### config.mk
export PLATFORM = sky130hd
export DESIGN_NAME = soc_top
export DESIGN_NICKNAME = d
export VERILOG_FILES = /design/src/soc_bus_pkg.sv /design/src/soc_ctrl_pkg.sv /design/src/reset_seq.sv /design/src/pi1_decoder.sv /design/src/dev_table.sv /design/src/gpio_port.sv /design/src/soc_top.sv
export VERILOG_INCLUDE_DIRS = /design/src /design/src/src
export SDC_FILE = /design/constraint.sdc
export NUM_CORES = 1
export LEC_CHECK = 0
export ABC_AREA = 1
export BUFFER_PORTS_ARGS = -buffer_cell sky130_fd_sc_hd__buf_2
export CAP_MARGIN = 10
export CORE_ASPECT_RATIO = 0.6
export CORE_MARGIN = 1.5
export CORE_UTILIZATION = 53
export CTS_CLUSTER_DIAMETER = 80
export CTS_CLUSTER_SIZE = 10
export DETAILED_ROUTE_END_ITERATION = 8
export PLACE_DENSITY = 0.9
export REMOVE_ABC_BUFFERS = 1
export SLEW_MARGIN = 20
export SYNTH_ARGS = -nofsm -noshare
export SYNTH_HDL_FRONTEND = slang
export SYNTH_SLANG_ARGS = --single-unit
### constraint.sdc
create_clock -name clk200mhz_w -period 3.4 [get_ports clk200mhz_w]
set_input_delay 0.17 -clock clk200mhz_w [delete_from_list [all_inputs] [get_ports clk200mhz_w]]
set_output_delay 0.17 -clock clk200mhz_w [all_outputs]
set_load 0.02 [all_outputs]
### src/soc_defs.svh
// board control definitions
// bus widths, op codes, address map, device ids and reset counter size
`ifndef SOC_DEFS_SVH
`define SOC_DEFS_SVH

`define SOC_ARCHBITSZ 32
`define SOC_ADDRBITSZ 30
`define SOC_GPIOCOUNT 8
`define SOC_RST_CNTR_BITSZ 4

// bus op codes, read-write (3) is treated as nop
`define PI1_OP_NOP 2'd0
`define PI1_OP_WRITE 2'd1
`define PI1_OP_READ 2'd2

// word address map
`define SOC_DEVTBL_BASE 30'd0
`define SOC_DEVTBL_WORDS 30'd16
`define SOC_GPIO_BASE 30'd16
`define SOC_GPIO_WORDS 30'd4
`define SOC_RSTCMD_WORD 30'd15

// decoder slots
`define SOC_SLOT_DEVTBL 2'd0
`define SOC_SLOT_GPIO 2'd1
`define SOC_SLOT_INVALID 2'd2

`define SOC_DEVID_DEVTBL 16'd7
`define SOC_DEVID_GPIO 16'd6
`define SOC_DEVID_INVALID 16'd0
`define SOC_INVALID_MAPSZ 32'd4096

`endif

### src/soc_bus_pkg.sv
// bus package
// vector types carried on the peripheral bus and the gpio pins
`include "soc_defs.svh"

package soc_bus_pkg;

	// one bus data word
	typedef logic [`SOC_ARCHBITSZ-1:0] word_t;

	// word address, byte offset bits dropped
	typedef logic [`SOC_ADDRBITSZ-1:0] word_addr_t;

	// one select bit per data byte
	typedef logic [(`SOC_ARCHBITSZ/8)-1:0] byte_sel_t;

	// nop, write, read
	typedef logic [1:0] pi1_op_t;

	typedef logic [`SOC_GPIOCOUNT-1:0] gpio_t;

endpackage

### src/soc_ctrl_pkg.sv
// control package
// decoder slot, device id and reset sequencer state types
`include "soc_defs.svh"

package soc_ctrl_pkg;

	// decoder slot, see the SOC_SLOT_* codes
	typedef logic [1:0] slot_idx_t;

	// id field of a device table entry
	typedef logic [15:0] dev_id_t;

	// reset sequencer states
	typedef enum logic [1:0] {
		// counter running, system held in reset
		RS_HOLD,
		RS_RUN,
		// powered off until the board reset
		RS_OFF
	} reset_state_t;

endpackage

### src/reset_seq.sv
// reset sequencer
// stretches the board reset with a down counter, restarts it on a software
// warm reset request and latches a software power-off until the board reset
`timescale 1ns/1ps
`include "soc_defs.svh"

module reset_seq (
	input  logic clk200mhz_w,
	input  logic rst_p,
	input  logic rst0_i,
	input  logic rst1_i,
	output logic sys_rst_o
);

	soc_ctrl_pkg::reset_state_t state_q;
	logic [`SOC_RST_CNTR_BITSZ-1:0] cntr_q;
	logic warm_w;
	logic pwroff_w;

	// both levels high also counts as warm reset
	assign warm_w = rst1_i;
	assign pwroff_w = rst0_i & ~rst1_i;

	always_ff @(posedge clk200mhz_w) begin
		if (rst_p) begin
			state_q <= soc_ctrl_pkg::RS_HOLD;
			cntr_q <= '1;
		end else begin
			case (state_q)
				soc_ctrl_pkg::RS_OFF: begin
					// only the board reset leaves this state
					state_q <= soc_ctrl_pkg::RS_OFF;
				end
				default: begin
					if (pwroff_w) begin
						state_q <= soc_ctrl_pkg::RS_OFF;
					end else if (warm_w) begin
						state_q <= soc_ctrl_pkg::RS_HOLD;
						cntr_q <= '1;
					end else if (state_q == soc_ctrl_pkg::RS_HOLD) begin
						cntr_q <= cntr_q - 1'b1;
						// release on the edge where the count hits zero
						if (cntr_q == `SOC_RST_CNTR_BITSZ'(1))
							state_q <= soc_ctrl_pkg::RS_RUN;
					end
				end
			endcase
		end
	end

	assign sys_rst_o = (state_q != soc_ctrl_pkg::RS_RUN);

endmodule

### src/pi1_decoder.sv
// bus address decoder
// steers accepted ops to the device table or gpio, returns read data one
// cycle later and answers unmapped addresses with zero data
`timescale 1ns/1ps
`include "soc_defs.svh"

module pi1_decoder (
	input  logic                    clk200mhz_w,
	input  logic                    sys_rst_i,
	input  soc_bus_pkg::pi1_op_t    op_i,
	input  soc_bus_pkg::word_addr_t addr_i,
	input  soc_bus_pkg::word_t      data_i,
	input  soc_bus_pkg::byte_sel_t  sel_i,
	output soc_bus_pkg::word_t      data_o,
	output logic                    rdy_o,
	output soc_bus_pkg::pi1_op_t    tbl_op_o,
	output soc_bus_pkg::pi1_op_t    gpio_op_o,
	output soc_bus_pkg::word_addr_t offs_o,
	output soc_bus_pkg::word_t      wdata_o,
	output soc_bus_pkg::byte_sel_t  sel_o,
	input  soc_bus_pkg::word_t      tbl_data_i,
	input  soc_bus_pkg::word_t      gpio_data_i
);

	soc_ctrl_pkg::slot_idx_t slot_w;
	soc_ctrl_pkg::slot_idx_t rd_slot_q;
	logic rd_vld_q;
	logic accept_w;

	// slaves never stall, so the bus is ready whenever the system runs
	assign rdy_o = ~sys_rst_i;
	assign accept_w = rdy_o & ((op_i == `PI1_OP_WRITE) | (op_i == `PI1_OP_READ));

	// subtraction wraps below a base, so one compare per window is enough
	always_comb begin
		if ((addr_i - `SOC_DEVTBL_BASE) < `SOC_DEVTBL_WORDS) begin
			slot_w = `SOC_SLOT_DEVTBL;
			offs_o = addr_i - `SOC_DEVTBL_BASE;
		end else if ((addr_i - `SOC_GPIO_BASE) < `SOC_GPIO_WORDS) begin
			slot_w = `SOC_SLOT_GPIO;
			offs_o = addr_i - `SOC_GPIO_BASE;
		end else begin
			slot_w = `SOC_SLOT_INVALID;
			offs_o = addr_i;
		end
	end

	assign tbl_op_o = (accept_w && slot_w == `SOC_SLOT_DEVTBL) ? op_i : `PI1_OP_NOP;
	assign gpio_op_o = (accept_w && slot_w == `SOC_SLOT_GPIO) ? op_i : `PI1_OP_NOP;
	assign wdata_o = data_i;
	assign sel_o = sel_i;

	// remember which slave owes read data next cycle
	always_ff @(posedge clk200mhz_w) begin
		if (sys_rst_i)
			rd_vld_q <= 1'b0;
		else
			rd_vld_q <= accept_w & (op_i == `PI1_OP_READ);
	end

	always_ff @(posedge clk200mhz_w) begin
		if (accept_w)
			rd_slot_q <= slot_w;
	end

	always_comb begin
		data_o = '0;
		if (rd_vld_q) begin
			case (rd_slot_q)
				`SOC_SLOT_DEVTBL: data_o = tbl_data_i;
				`SOC_SLOT_GPIO: data_o = gpio_data_i;
				// invalid device reads as zero
				default: data_o = '0;
			endcase
		end
	end

endmodule

### src/dev_table.sv
// device table
// read-only id, interrupt flag and map size per decoder slot, plus the
// software reset command register in the last word
`timescale 1ns/1ps
`include "soc_defs.svh"

module dev_table (
	input  logic                    clk200mhz_w,
	input  logic                    sys_rst_i,
	input  soc_bus_pkg::pi1_op_t    op_i,
	input  soc_bus_pkg::word_addr_t offs_i,
	input  soc_bus_pkg::word_t      data_i,
	input  soc_bus_pkg::byte_sel_t  sel_i,
	output soc_bus_pkg::word_t      data_o,
	output logic                    rst0_o,
	output logic                    rst1_o
);

	soc_ctrl_pkg::slot_idx_t slot_w;
	soc_ctrl_pkg::dev_id_t dev_id_w;
	soc_bus_pkg::word_t mapsz_w;
	soc_bus_pkg::word_t rd_word_w;
	logic useintr_w;

	// two words per slot, the entry index is the offset over two
	assign slot_w = soc_ctrl_pkg::slot_idx_t'(offs_i[2:1]);

	always_comb begin
		case (slot_w)
			`SOC_SLOT_DEVTBL: begin
				dev_id_w = `SOC_DEVID_DEVTBL;
				mapsz_w = {`SOC_DEVTBL_WORDS, 2'b00};
				useintr_w = 1'b0;
			end
			`SOC_SLOT_GPIO: begin
				dev_id_w = `SOC_DEVID_GPIO;
				mapsz_w = {`SOC_GPIO_WORDS, 2'b00};
				useintr_w = 1'b1;
			end
			default: begin
				dev_id_w = `SOC_DEVID_INVALID;
				mapsz_w = `SOC_INVALID_MAPSZ;
				useintr_w = 1'b0;
			end
		endcase
	end

	always_comb begin
		rd_word_w = '0;
		if (offs_i < soc_bus_pkg::word_addr_t'(2 * (`SOC_SLOT_INVALID + 1))) begin
			if (offs_i[0])
				rd_word_w = mapsz_w;
			else
				rd_word_w = {useintr_w, {(`SOC_ARCHBITSZ-17){1'b0}}, dev_id_w};
		end
	end

	always_ff @(posedge clk200mhz_w) begin
		if (op_i == `PI1_OP_READ)
			data_o <= rd_word_w;
	end

	// reset command, cleared again by the system reset it causes
	always_ff @(posedge clk200mhz_w) begin
		if (sys_rst_i) begin
			rst0_o <= 1'b0;
			rst1_o <= 1'b0;
		end else if (op_i == `PI1_OP_WRITE && offs_i == `SOC_RSTCMD_WORD && sel_i[0]) begin
			rst0_o <= data_i[0];
			rst1_o <= data_i[1];
		end
	end

endmodule

### src/gpio_port.sv
// gpio port
// output register and double-synchronized input pins on the bus
`timescale 1ns/1ps
`include "soc_defs.svh"

module gpio_port (
	input  logic                    clk200mhz_w,
	input  logic                    sys_rst_i,
	input  soc_bus_pkg::pi1_op_t    op_i,
	input  soc_bus_pkg::word_addr_t offs_i,
	input  soc_bus_pkg::word_t      data_i,
	input  soc_bus_pkg::byte_sel_t  sel_i,
	output soc_bus_pkg::word_t      data_o,
	input  soc_bus_pkg::gpio_t      gp_i,
	output soc_bus_pkg::gpio_t      gp_o
);

	soc_bus_pkg::gpio_t sync0_q;
	soc_bus_pkg::gpio_t sync1_q;
	soc_bus_pkg::gpio_t out_q;

	// pins are asynchronous to the bus clock
	always_ff @(posedge clk200mhz_w) begin
		sync0_q <= gp_i;
		sync1_q <= sync0_q;
	end

	always_ff @(posedge clk200mhz_w) begin
		if (sys_rst_i)
			out_q <= '0;
		else if (op_i == `PI1_OP_WRITE && offs_i == 30'd1 && sel_i[0])
			out_q <= data_i[`SOC_GPIOCOUNT-1:0];
	end

	always_ff @(posedge clk200mhz_w) begin
		if (op_i == `PI1_OP_READ) begin
			case (offs_i)
				30'd0: data_o <= soc_bus_pkg::word_t'(sync1_q);
				30'd1: data_o <= soc_bus_pkg::word_t'(out_q);
				default: data_o <= '0;
			endcase
		end
	end

	assign gp_o = out_q;

endmodule

### src/soc_top.sv
// board control top level
// reset sequencer, bus decoder, device table and gpio on one clock
`timescale 1ns/1ps
`include "soc_defs.svh"

module soc_top (
	input  logic                    clk200mhz_w,
	input  logic                    rst_p,
	input  soc_bus_pkg::pi1_op_t    op_i,
	input  soc_bus_pkg::word_addr_t addr_i,
	input  soc_bus_pkg::word_t      data_i,
	input  soc_bus_pkg::byte_sel_t  sel_i,
	output soc_bus_pkg::word_t      data_o,
	output logic                    rdy_o,
	input  soc_bus_pkg::gpio_t      gp_i,
	output soc_bus_pkg::gpio_t      gp_o,
	output logic                    sys_rst_o
);

	logic rst0_w;
	logic rst1_w;
	soc_bus_pkg::pi1_op_t tbl_op_w;
	soc_bus_pkg::pi1_op_t gpio_op_w;
	soc_bus_pkg::word_addr_t offs_w;
	soc_bus_pkg::word_t wdata_w;
	soc_bus_pkg::byte_sel_t sel_w;
	soc_bus_pkg::word_t tbl_data_w;
	soc_bus_pkg::word_t gpio_data_w;

	reset_seq u_reset_seq (
		.clk200mhz_w (clk200mhz_w),
		.rst_p       (rst_p),
		.rst0_i      (rst0_w),
		.rst1_i      (rst1_w),
		.sys_rst_o   (sys_rst_o)
	);

	pi1_decoder u_pi1_decoder (
		.clk200mhz_w (clk200mhz_w),
		.sys_rst_i   (sys_rst_o),
		.op_i        (op_i),
		.addr_i      (addr_i),
		.data_i      (data_i),
		.sel_i       (sel_i),
		.data_o      (data_o),
		.rdy_o       (rdy_o),
		.tbl_op_o    (tbl_op_w),
		.gpio_op_o   (gpio_op_w),
		.offs_o      (offs_w),
		.wdata_o     (wdata_w),
		.sel_o       (sel_w),
		.tbl_data_i  (tbl_data_w),
		.gpio_data_i (gpio_data_w)
	);

	dev_table u_dev_table (
		.clk200mhz_w (clk200mhz_w),
		.sys_rst_i   (sys_rst_o),
		.op_i        (tbl_op_w),
		.offs_i      (offs_w),
		.data_i      (wdata_w),
		.sel_i       (sel_w),
		.data_o      (tbl_data_w),
		.rst0_o      (rst0_w),
		.rst1_o      (rst1_w)
	);

	gpio_port u_gpio_port (
		.clk200mhz_w (clk200mhz_w),
		.sys_rst_i   (sys_rst_o),
		.op_i        (gpio_op_w),
		.offs_i      (offs_w),
		.data_i      (wdata_w),
		.sel_i       (sel_w),
		.data_o      (gpio_data_w),
		.gp_i        (gp_i),
		.gp_o        (gp_o)
	);

endmodule

# == After elaboration in Yosys (flattened, before gate mapping) ==
# Cells that the tools add are included.
# word_totals
reg_bits,99
input_bits,78
out_inout_bits,42
elab_cells,79
# op_classes
n_addsub,2
n_lt_le_gt_ge,3
n_eq_ne,14
mux,20
bitwise,8
n_reduce_logical,19
# op_table
cell,n
$mux W32,2
$pmux W32 S2,1
$lt A30 B3 Y1 const B,2
$mux W30,2
$eq A30 B1 Y1 const B,1
$eq A30 B4 Y1 const B,1
$logic_not A30 Y1,1
$lt A30 B5 Y1 const B,1
$sub A30 B5 Y30 const B,1
$pmux W13 S2,1
$mux W2,9
$pmux W8 S2,1
$eq A2 B1 Y1 const B,6
$eq A2 B2 Y1 const B,4
$logic_not A2 Y1,4
$mux W4,2
$reduce_bool A4 Y1,2
$logic_and A1 B1 Y1,6
$pmux W3 S2,1
$reduce_and A2 Y1,3
$eq A4 B1 Y1 const B,1
$not A1 Y1,4
$reduce_or A4 Y1,1
$sub A4 B1 Y4 const B,1
other kinds (6),8

# == Depth between registers and ports, before layout ==
# logic_depth
ltp_word,10
ltp_mapped,19

# == Cells and area by module ==
# From an unflattened synthesis, not the netlist that was laid out.
# hier_totals
cells_unflattened,708
hier_area_um2,4496.8
# modules_own_cells
mod,instances,cells_per_inst,area_each_um2
pi1_decoder,1,401,2026.9
gpio_port,1,163,1440.1
dev_table,1,102,720.7
reset_seq,1,42,309.0

# == Worst setup path before layout ==
# No wires, ideal clock.
# synth_path
kind,input port to flip-flop
from,input addr_i[4]
to,"register u_gpio_port.data_o[0], enable pin"
setup_time_ns,0.383
t_arrival_ns,1.942
required_ns,3.017
setup_slack_ns,1.075
stages,12
n_path_buf,0
path_cell_list,inv_1 -> ha_1 -> nand2_1 -> nor2_1 -> nand3_1 -> nand2_1 -> nand2_1 -> nor2_1 -> nand2_1 -> nor2_2 -> nand3_2 -> nor3_1
# synth_via
elab_chain_cells,8
# synth_rtl
item,line,source
"start, declared",soc_top.sv:10,"input soc_bus_pkg::word_addr_t addr_i,"
$sub A30 B5 Y30 (no source line),--,
$lt A30 B3 Y1 (no source line),--,
$mux W2,pi1_decoder.sv:39,end else if ((addr_i - `SOC_GPIO_BASE) < `SOC_GPIO_WORDS) begin
$mux W2 *,pi1_decoder.sv:36,if ((addr_i - `SOC_DEVTBL_BASE) < `SOC_DEVTBL_WORDS) begin
$eq A2 B1 Y1 (no source line) *,--,
$logic_and A1 B1 Y1 (no source line) *,--,
$mux W2 (no source line) *,--,
$eq A2 B2 Y1 (no source line) *,--,
"end signal, assigned",gpio_port.sv:38,30'd0: data_o <= soc_bus_pkg::word_t'(sync1_q);
"end signal, assigned",gpio_port.sv:39,30'd1: data_o <= soc_bus_pkg::word_t'(out_q);
"end, declared",gpio_port.sv:13,"output soc_bus_pkg::word_t data_o,"
# Every way passes the cells marked *; elsewhere a longest branch is shown, timed or not.
# A chain may end at the register's enable or synchronous reset.

# == Worst setup path after layout ==
# layout_path
from,input addr_i[4]
to,register u_gpio_port.out_q[1] (netlist: u_gpio_port.gp_o[1])
# layout_via
elab_chain_cells,10
# layout_rtl
item,line,source
$sub A30 B5 Y30 (no source line),--,
$lt A30 B3 Y1 (no source line),--,
$mux W2,pi1_decoder.sv:39,
$mux W2,pi1_decoder.sv:36,
$eq A2 B1 Y1 (no source line),--,
$logic_and A1 B1 Y1 (no source line),--,
$mux W2 (no source line),--,
$eq A2 B1 Y1 (no source line),--,
$logic_and A1 B1 Y1 * (2 in a row),gpio_port.sv:31,else if (op_i == `PI1_OP_WRITE && offs_i == 30'd1 && sel_i[0])
"end signal, assigned",gpio_port.sv:32,out_q <= data_i[`SOC_GPIOCOUNT-1:0];
"end, declared",gpio_port.sv:20,soc_bus_pkg::gpio_t out_q;
# Marks and branches as above.

==> results.toml <==
[clocking]
ctsHoldBuffers = 8
htree_levels = 2
clk_pin_slew_ns = 0.09
clockBufferDepth = 2
worstSkewPairLatency_ns = 0.31
ctsResizeCount = 0
numCtsBuffers = 5
cts_root_buf = "clkbuf_8"
post_cts_buffers = 0
cts_tree = "yes"
cts_sinks = 49

[global_route]
antenna_found_initial = 0
grtUsageTotal = 0.239
grt_pass1_vias = 2537
grt_max_degree = 17
overflow = 0
grt_pass1_wl_mm = 11.6

[setup_path]
path_max_fanout = 16
required_ns = 3.60
path_class = "primary input to flip-flop"
r2r_slack_ns = 1.09
cp-start-kind = "primary input"
crit_path_end_kind = "flip-flop"
crit_arrival_ns = 2.60

[route]
drt_iter0_markers = 222
routed_wl_mm = 7.48
vias = 3069
drc = 0
via_per_inst = 5.01
drtPass1Iterations = 5
final_antenna_net_count = 0
wl_per_cell_um = 12.2

[flow_run]
maxCapViolCount = 0

[final_layout]
layout_common_cells = "111 x nand2_1, 81 x nor2_1, 70 x buf_2"
fin_area_um2 = 3570
num-fill-cells = 502
layout-drive-gt1-share = 0.186
n_antenna_cell = 0
area_delta_synth_final_pct = 16.6
finalNetCount = 614
final_cells = 612
layout_commonest_cell = "nand2_1"

[sta]
tightest_slew_ns = 0.792
report.final.setup_viol = 0
finalMaxSlewViolations = 0
finalClockSkew_ns = 0.0107
fin_crit_ns = 2.40
relSlewSlack = 0.468
fmax_mhz = 417
rsz0062_at_grt = "no"
fin_setup_tns_ns = 0
finalHoldViolCount = 0
period_share = 0.706

[pwr]
ir_worst_vdd_uv = 263
power.internal_uw = 809
p_comb_frac = 0.135
p_leak_uw = 0.00186
total_power_uw = 1110
p_per_area_nw_per_um2 = 312
switching_share = 0.273
p_sw_uw = 303
pwr-share-clk = 0.310
seq_power_share = 0.555

[floorplan]
start_util = 0.549
die_x_um = 101
ios = 120
num_rows = 21
die_y_um = 61.9
dieArea_um2 = 6250
coreArea_um2 = 5570

[yosys]
synth_seq_cells = 49
ys_types = 31
yosysWarnings = 0
yosysTopAreaCell = "dfxtp_1"
avgSynthCellArea_um2 = 6.81
yosys.area.top_type_share = 0.216
yosys-top-cells-area = "dfxtp_1 22%, edfxtp_1 16%, nand2_1 14%"
syn_area_um2 = 3060
synth_seq_area_share = 0.373
syn-instance-count = 449

[placed_design]
place_congestion = 0.964
postPlaceCellArea_um2 = 3400
dp.cells = 596
dp_hpwl_mm = 5.92
port-buffer-count = 70

[worst_hold_path]
min_path_type = "primary input to flip-flop"

[outcome]
status = "finished, final reports clean"
## cells by family after synthesis
kind of cell / after synthesis / synth area share
fa+ha+maj: 5 / 0.0204
xor+xnor: 3 / 0.00859
compound gates: 25 / 0.0429
simple gates: 273 / 0.405
other cells: 1 / 0.00123
flops: 49 / 0.373
buf+inv: 93 / 0.149
## routing by layer
metal  vias up  share of wire  routed length, µm  GRT usage
li1       1542              -                  -          -
met5         -              0                  0          0
met4         0         0.0082                 61     0.0397
met2       149           0.42               3160      0.365
met3         9           0.10                754     0.0604
met1      1369           0.47               3500      0.350
## critical path: stages
cell,delay [ns]
buf_2,0.11
inv_1,0.14
ha_1,0.26
nand3_1,0.21
inv_1,0.23
nand3_1,0.11
nand2_1,0.10
nand2_1,0.05
nor2_1,0.08
nand2_1,0.08
nor2_2,0.15
nand3_1,0.10
nand2_2,0.23
nand4_4,0.29
nor2_1,0.22
nor2_1,0.07
## sequential cells by signal, indices dropped and copies added (netlist names)
signal	cells
u_pi1_decoder.rd_vld_q	1
u_dev_table.rst1_o	1
u_pi1_decoder.rd_slot_q	2
u_gpio_port.gp_o	8
u_reset_seq.state_q	2
u_gpio_port.data_o	8
u_gpio_port.sync1_q	8
u_dev_table.data_o	6
u_reset_seq.cntr_q	4
u_dev_table.rst0_o	1
u_gpio_port.sync0_q	8
## power groups by stage
stage	registers [µW]	logic, µW	clock network [µW]
after floorplan	630	80.8	0
after CTS	618	146	343
final	618	150	345
after detailed placement	631	139	0
after global routing	619	169	366
after global placement	631	135	0
## final cells by class
cell class	count	area (µm²)	share of cell area
Sequential cell	49	1140	0.320
Inverter	67	251	0.0705
Multi-Input combinational cell	328	1540	0.432
Tap cell	80	100	0.0281
Clock buffer	5	68.8	0.0193
Timing Repair Buffer	80	445	0.125
Clock inverter	3	20.0	0.00561
## synthesized netlist by cell type
cell type / n
nand2_1: 111
nor2_1: 81
inv_1: 67
dfxtp_1: 33
nand3_1: 30
buf_4: 22
edfxtp_1: 16
nand4_1: 16
o21ai_0: 16
nor2_2: 8
nor3_1: 6
ha_1: 5
a21oi_1: 4
nand3_2: 4
nor4_1: 4
buf_6: 3
nand3b_1: 3
nor2_4: 3
xor2_1: 3
nand2_2: 2
o22ai_1: 2
a31oi_1: 1
and2_1: 1
buf_2: 1
conb_1: 1
nand4_2: 1
nand4_4: 1
nor3b_1: 1
o21a_1: 1
o21ai_1: 1
or2_2: 1
## worst paths after layout
check	depth (start not counted)	from	to
max	16	addr_i[4]	u_gpio_port.gp_o[1]
min	2	rst_p	u_reset_seq.state_q[0]
max reg2reg	7	u_reset_seq.state_q[0]	u_dev_table.data_o[31]
min reg2reg	0	u_gpio_port.sync0_q[0]	u_gpio_port.sync1_q[0]
## metrics by stage
step	worst slack (ns)	hold WS (ns)	util
finish	1.00	0.0512	0.641
global placement	0.884	0.273	0.610
floorplan	0.628	0.198	-
CTS	1.05	0.0479	0.641
global route	0.769	0.0576	0.641
detailed placement	0.756	0.276	0.610
(Power assumes the default switching activity.)
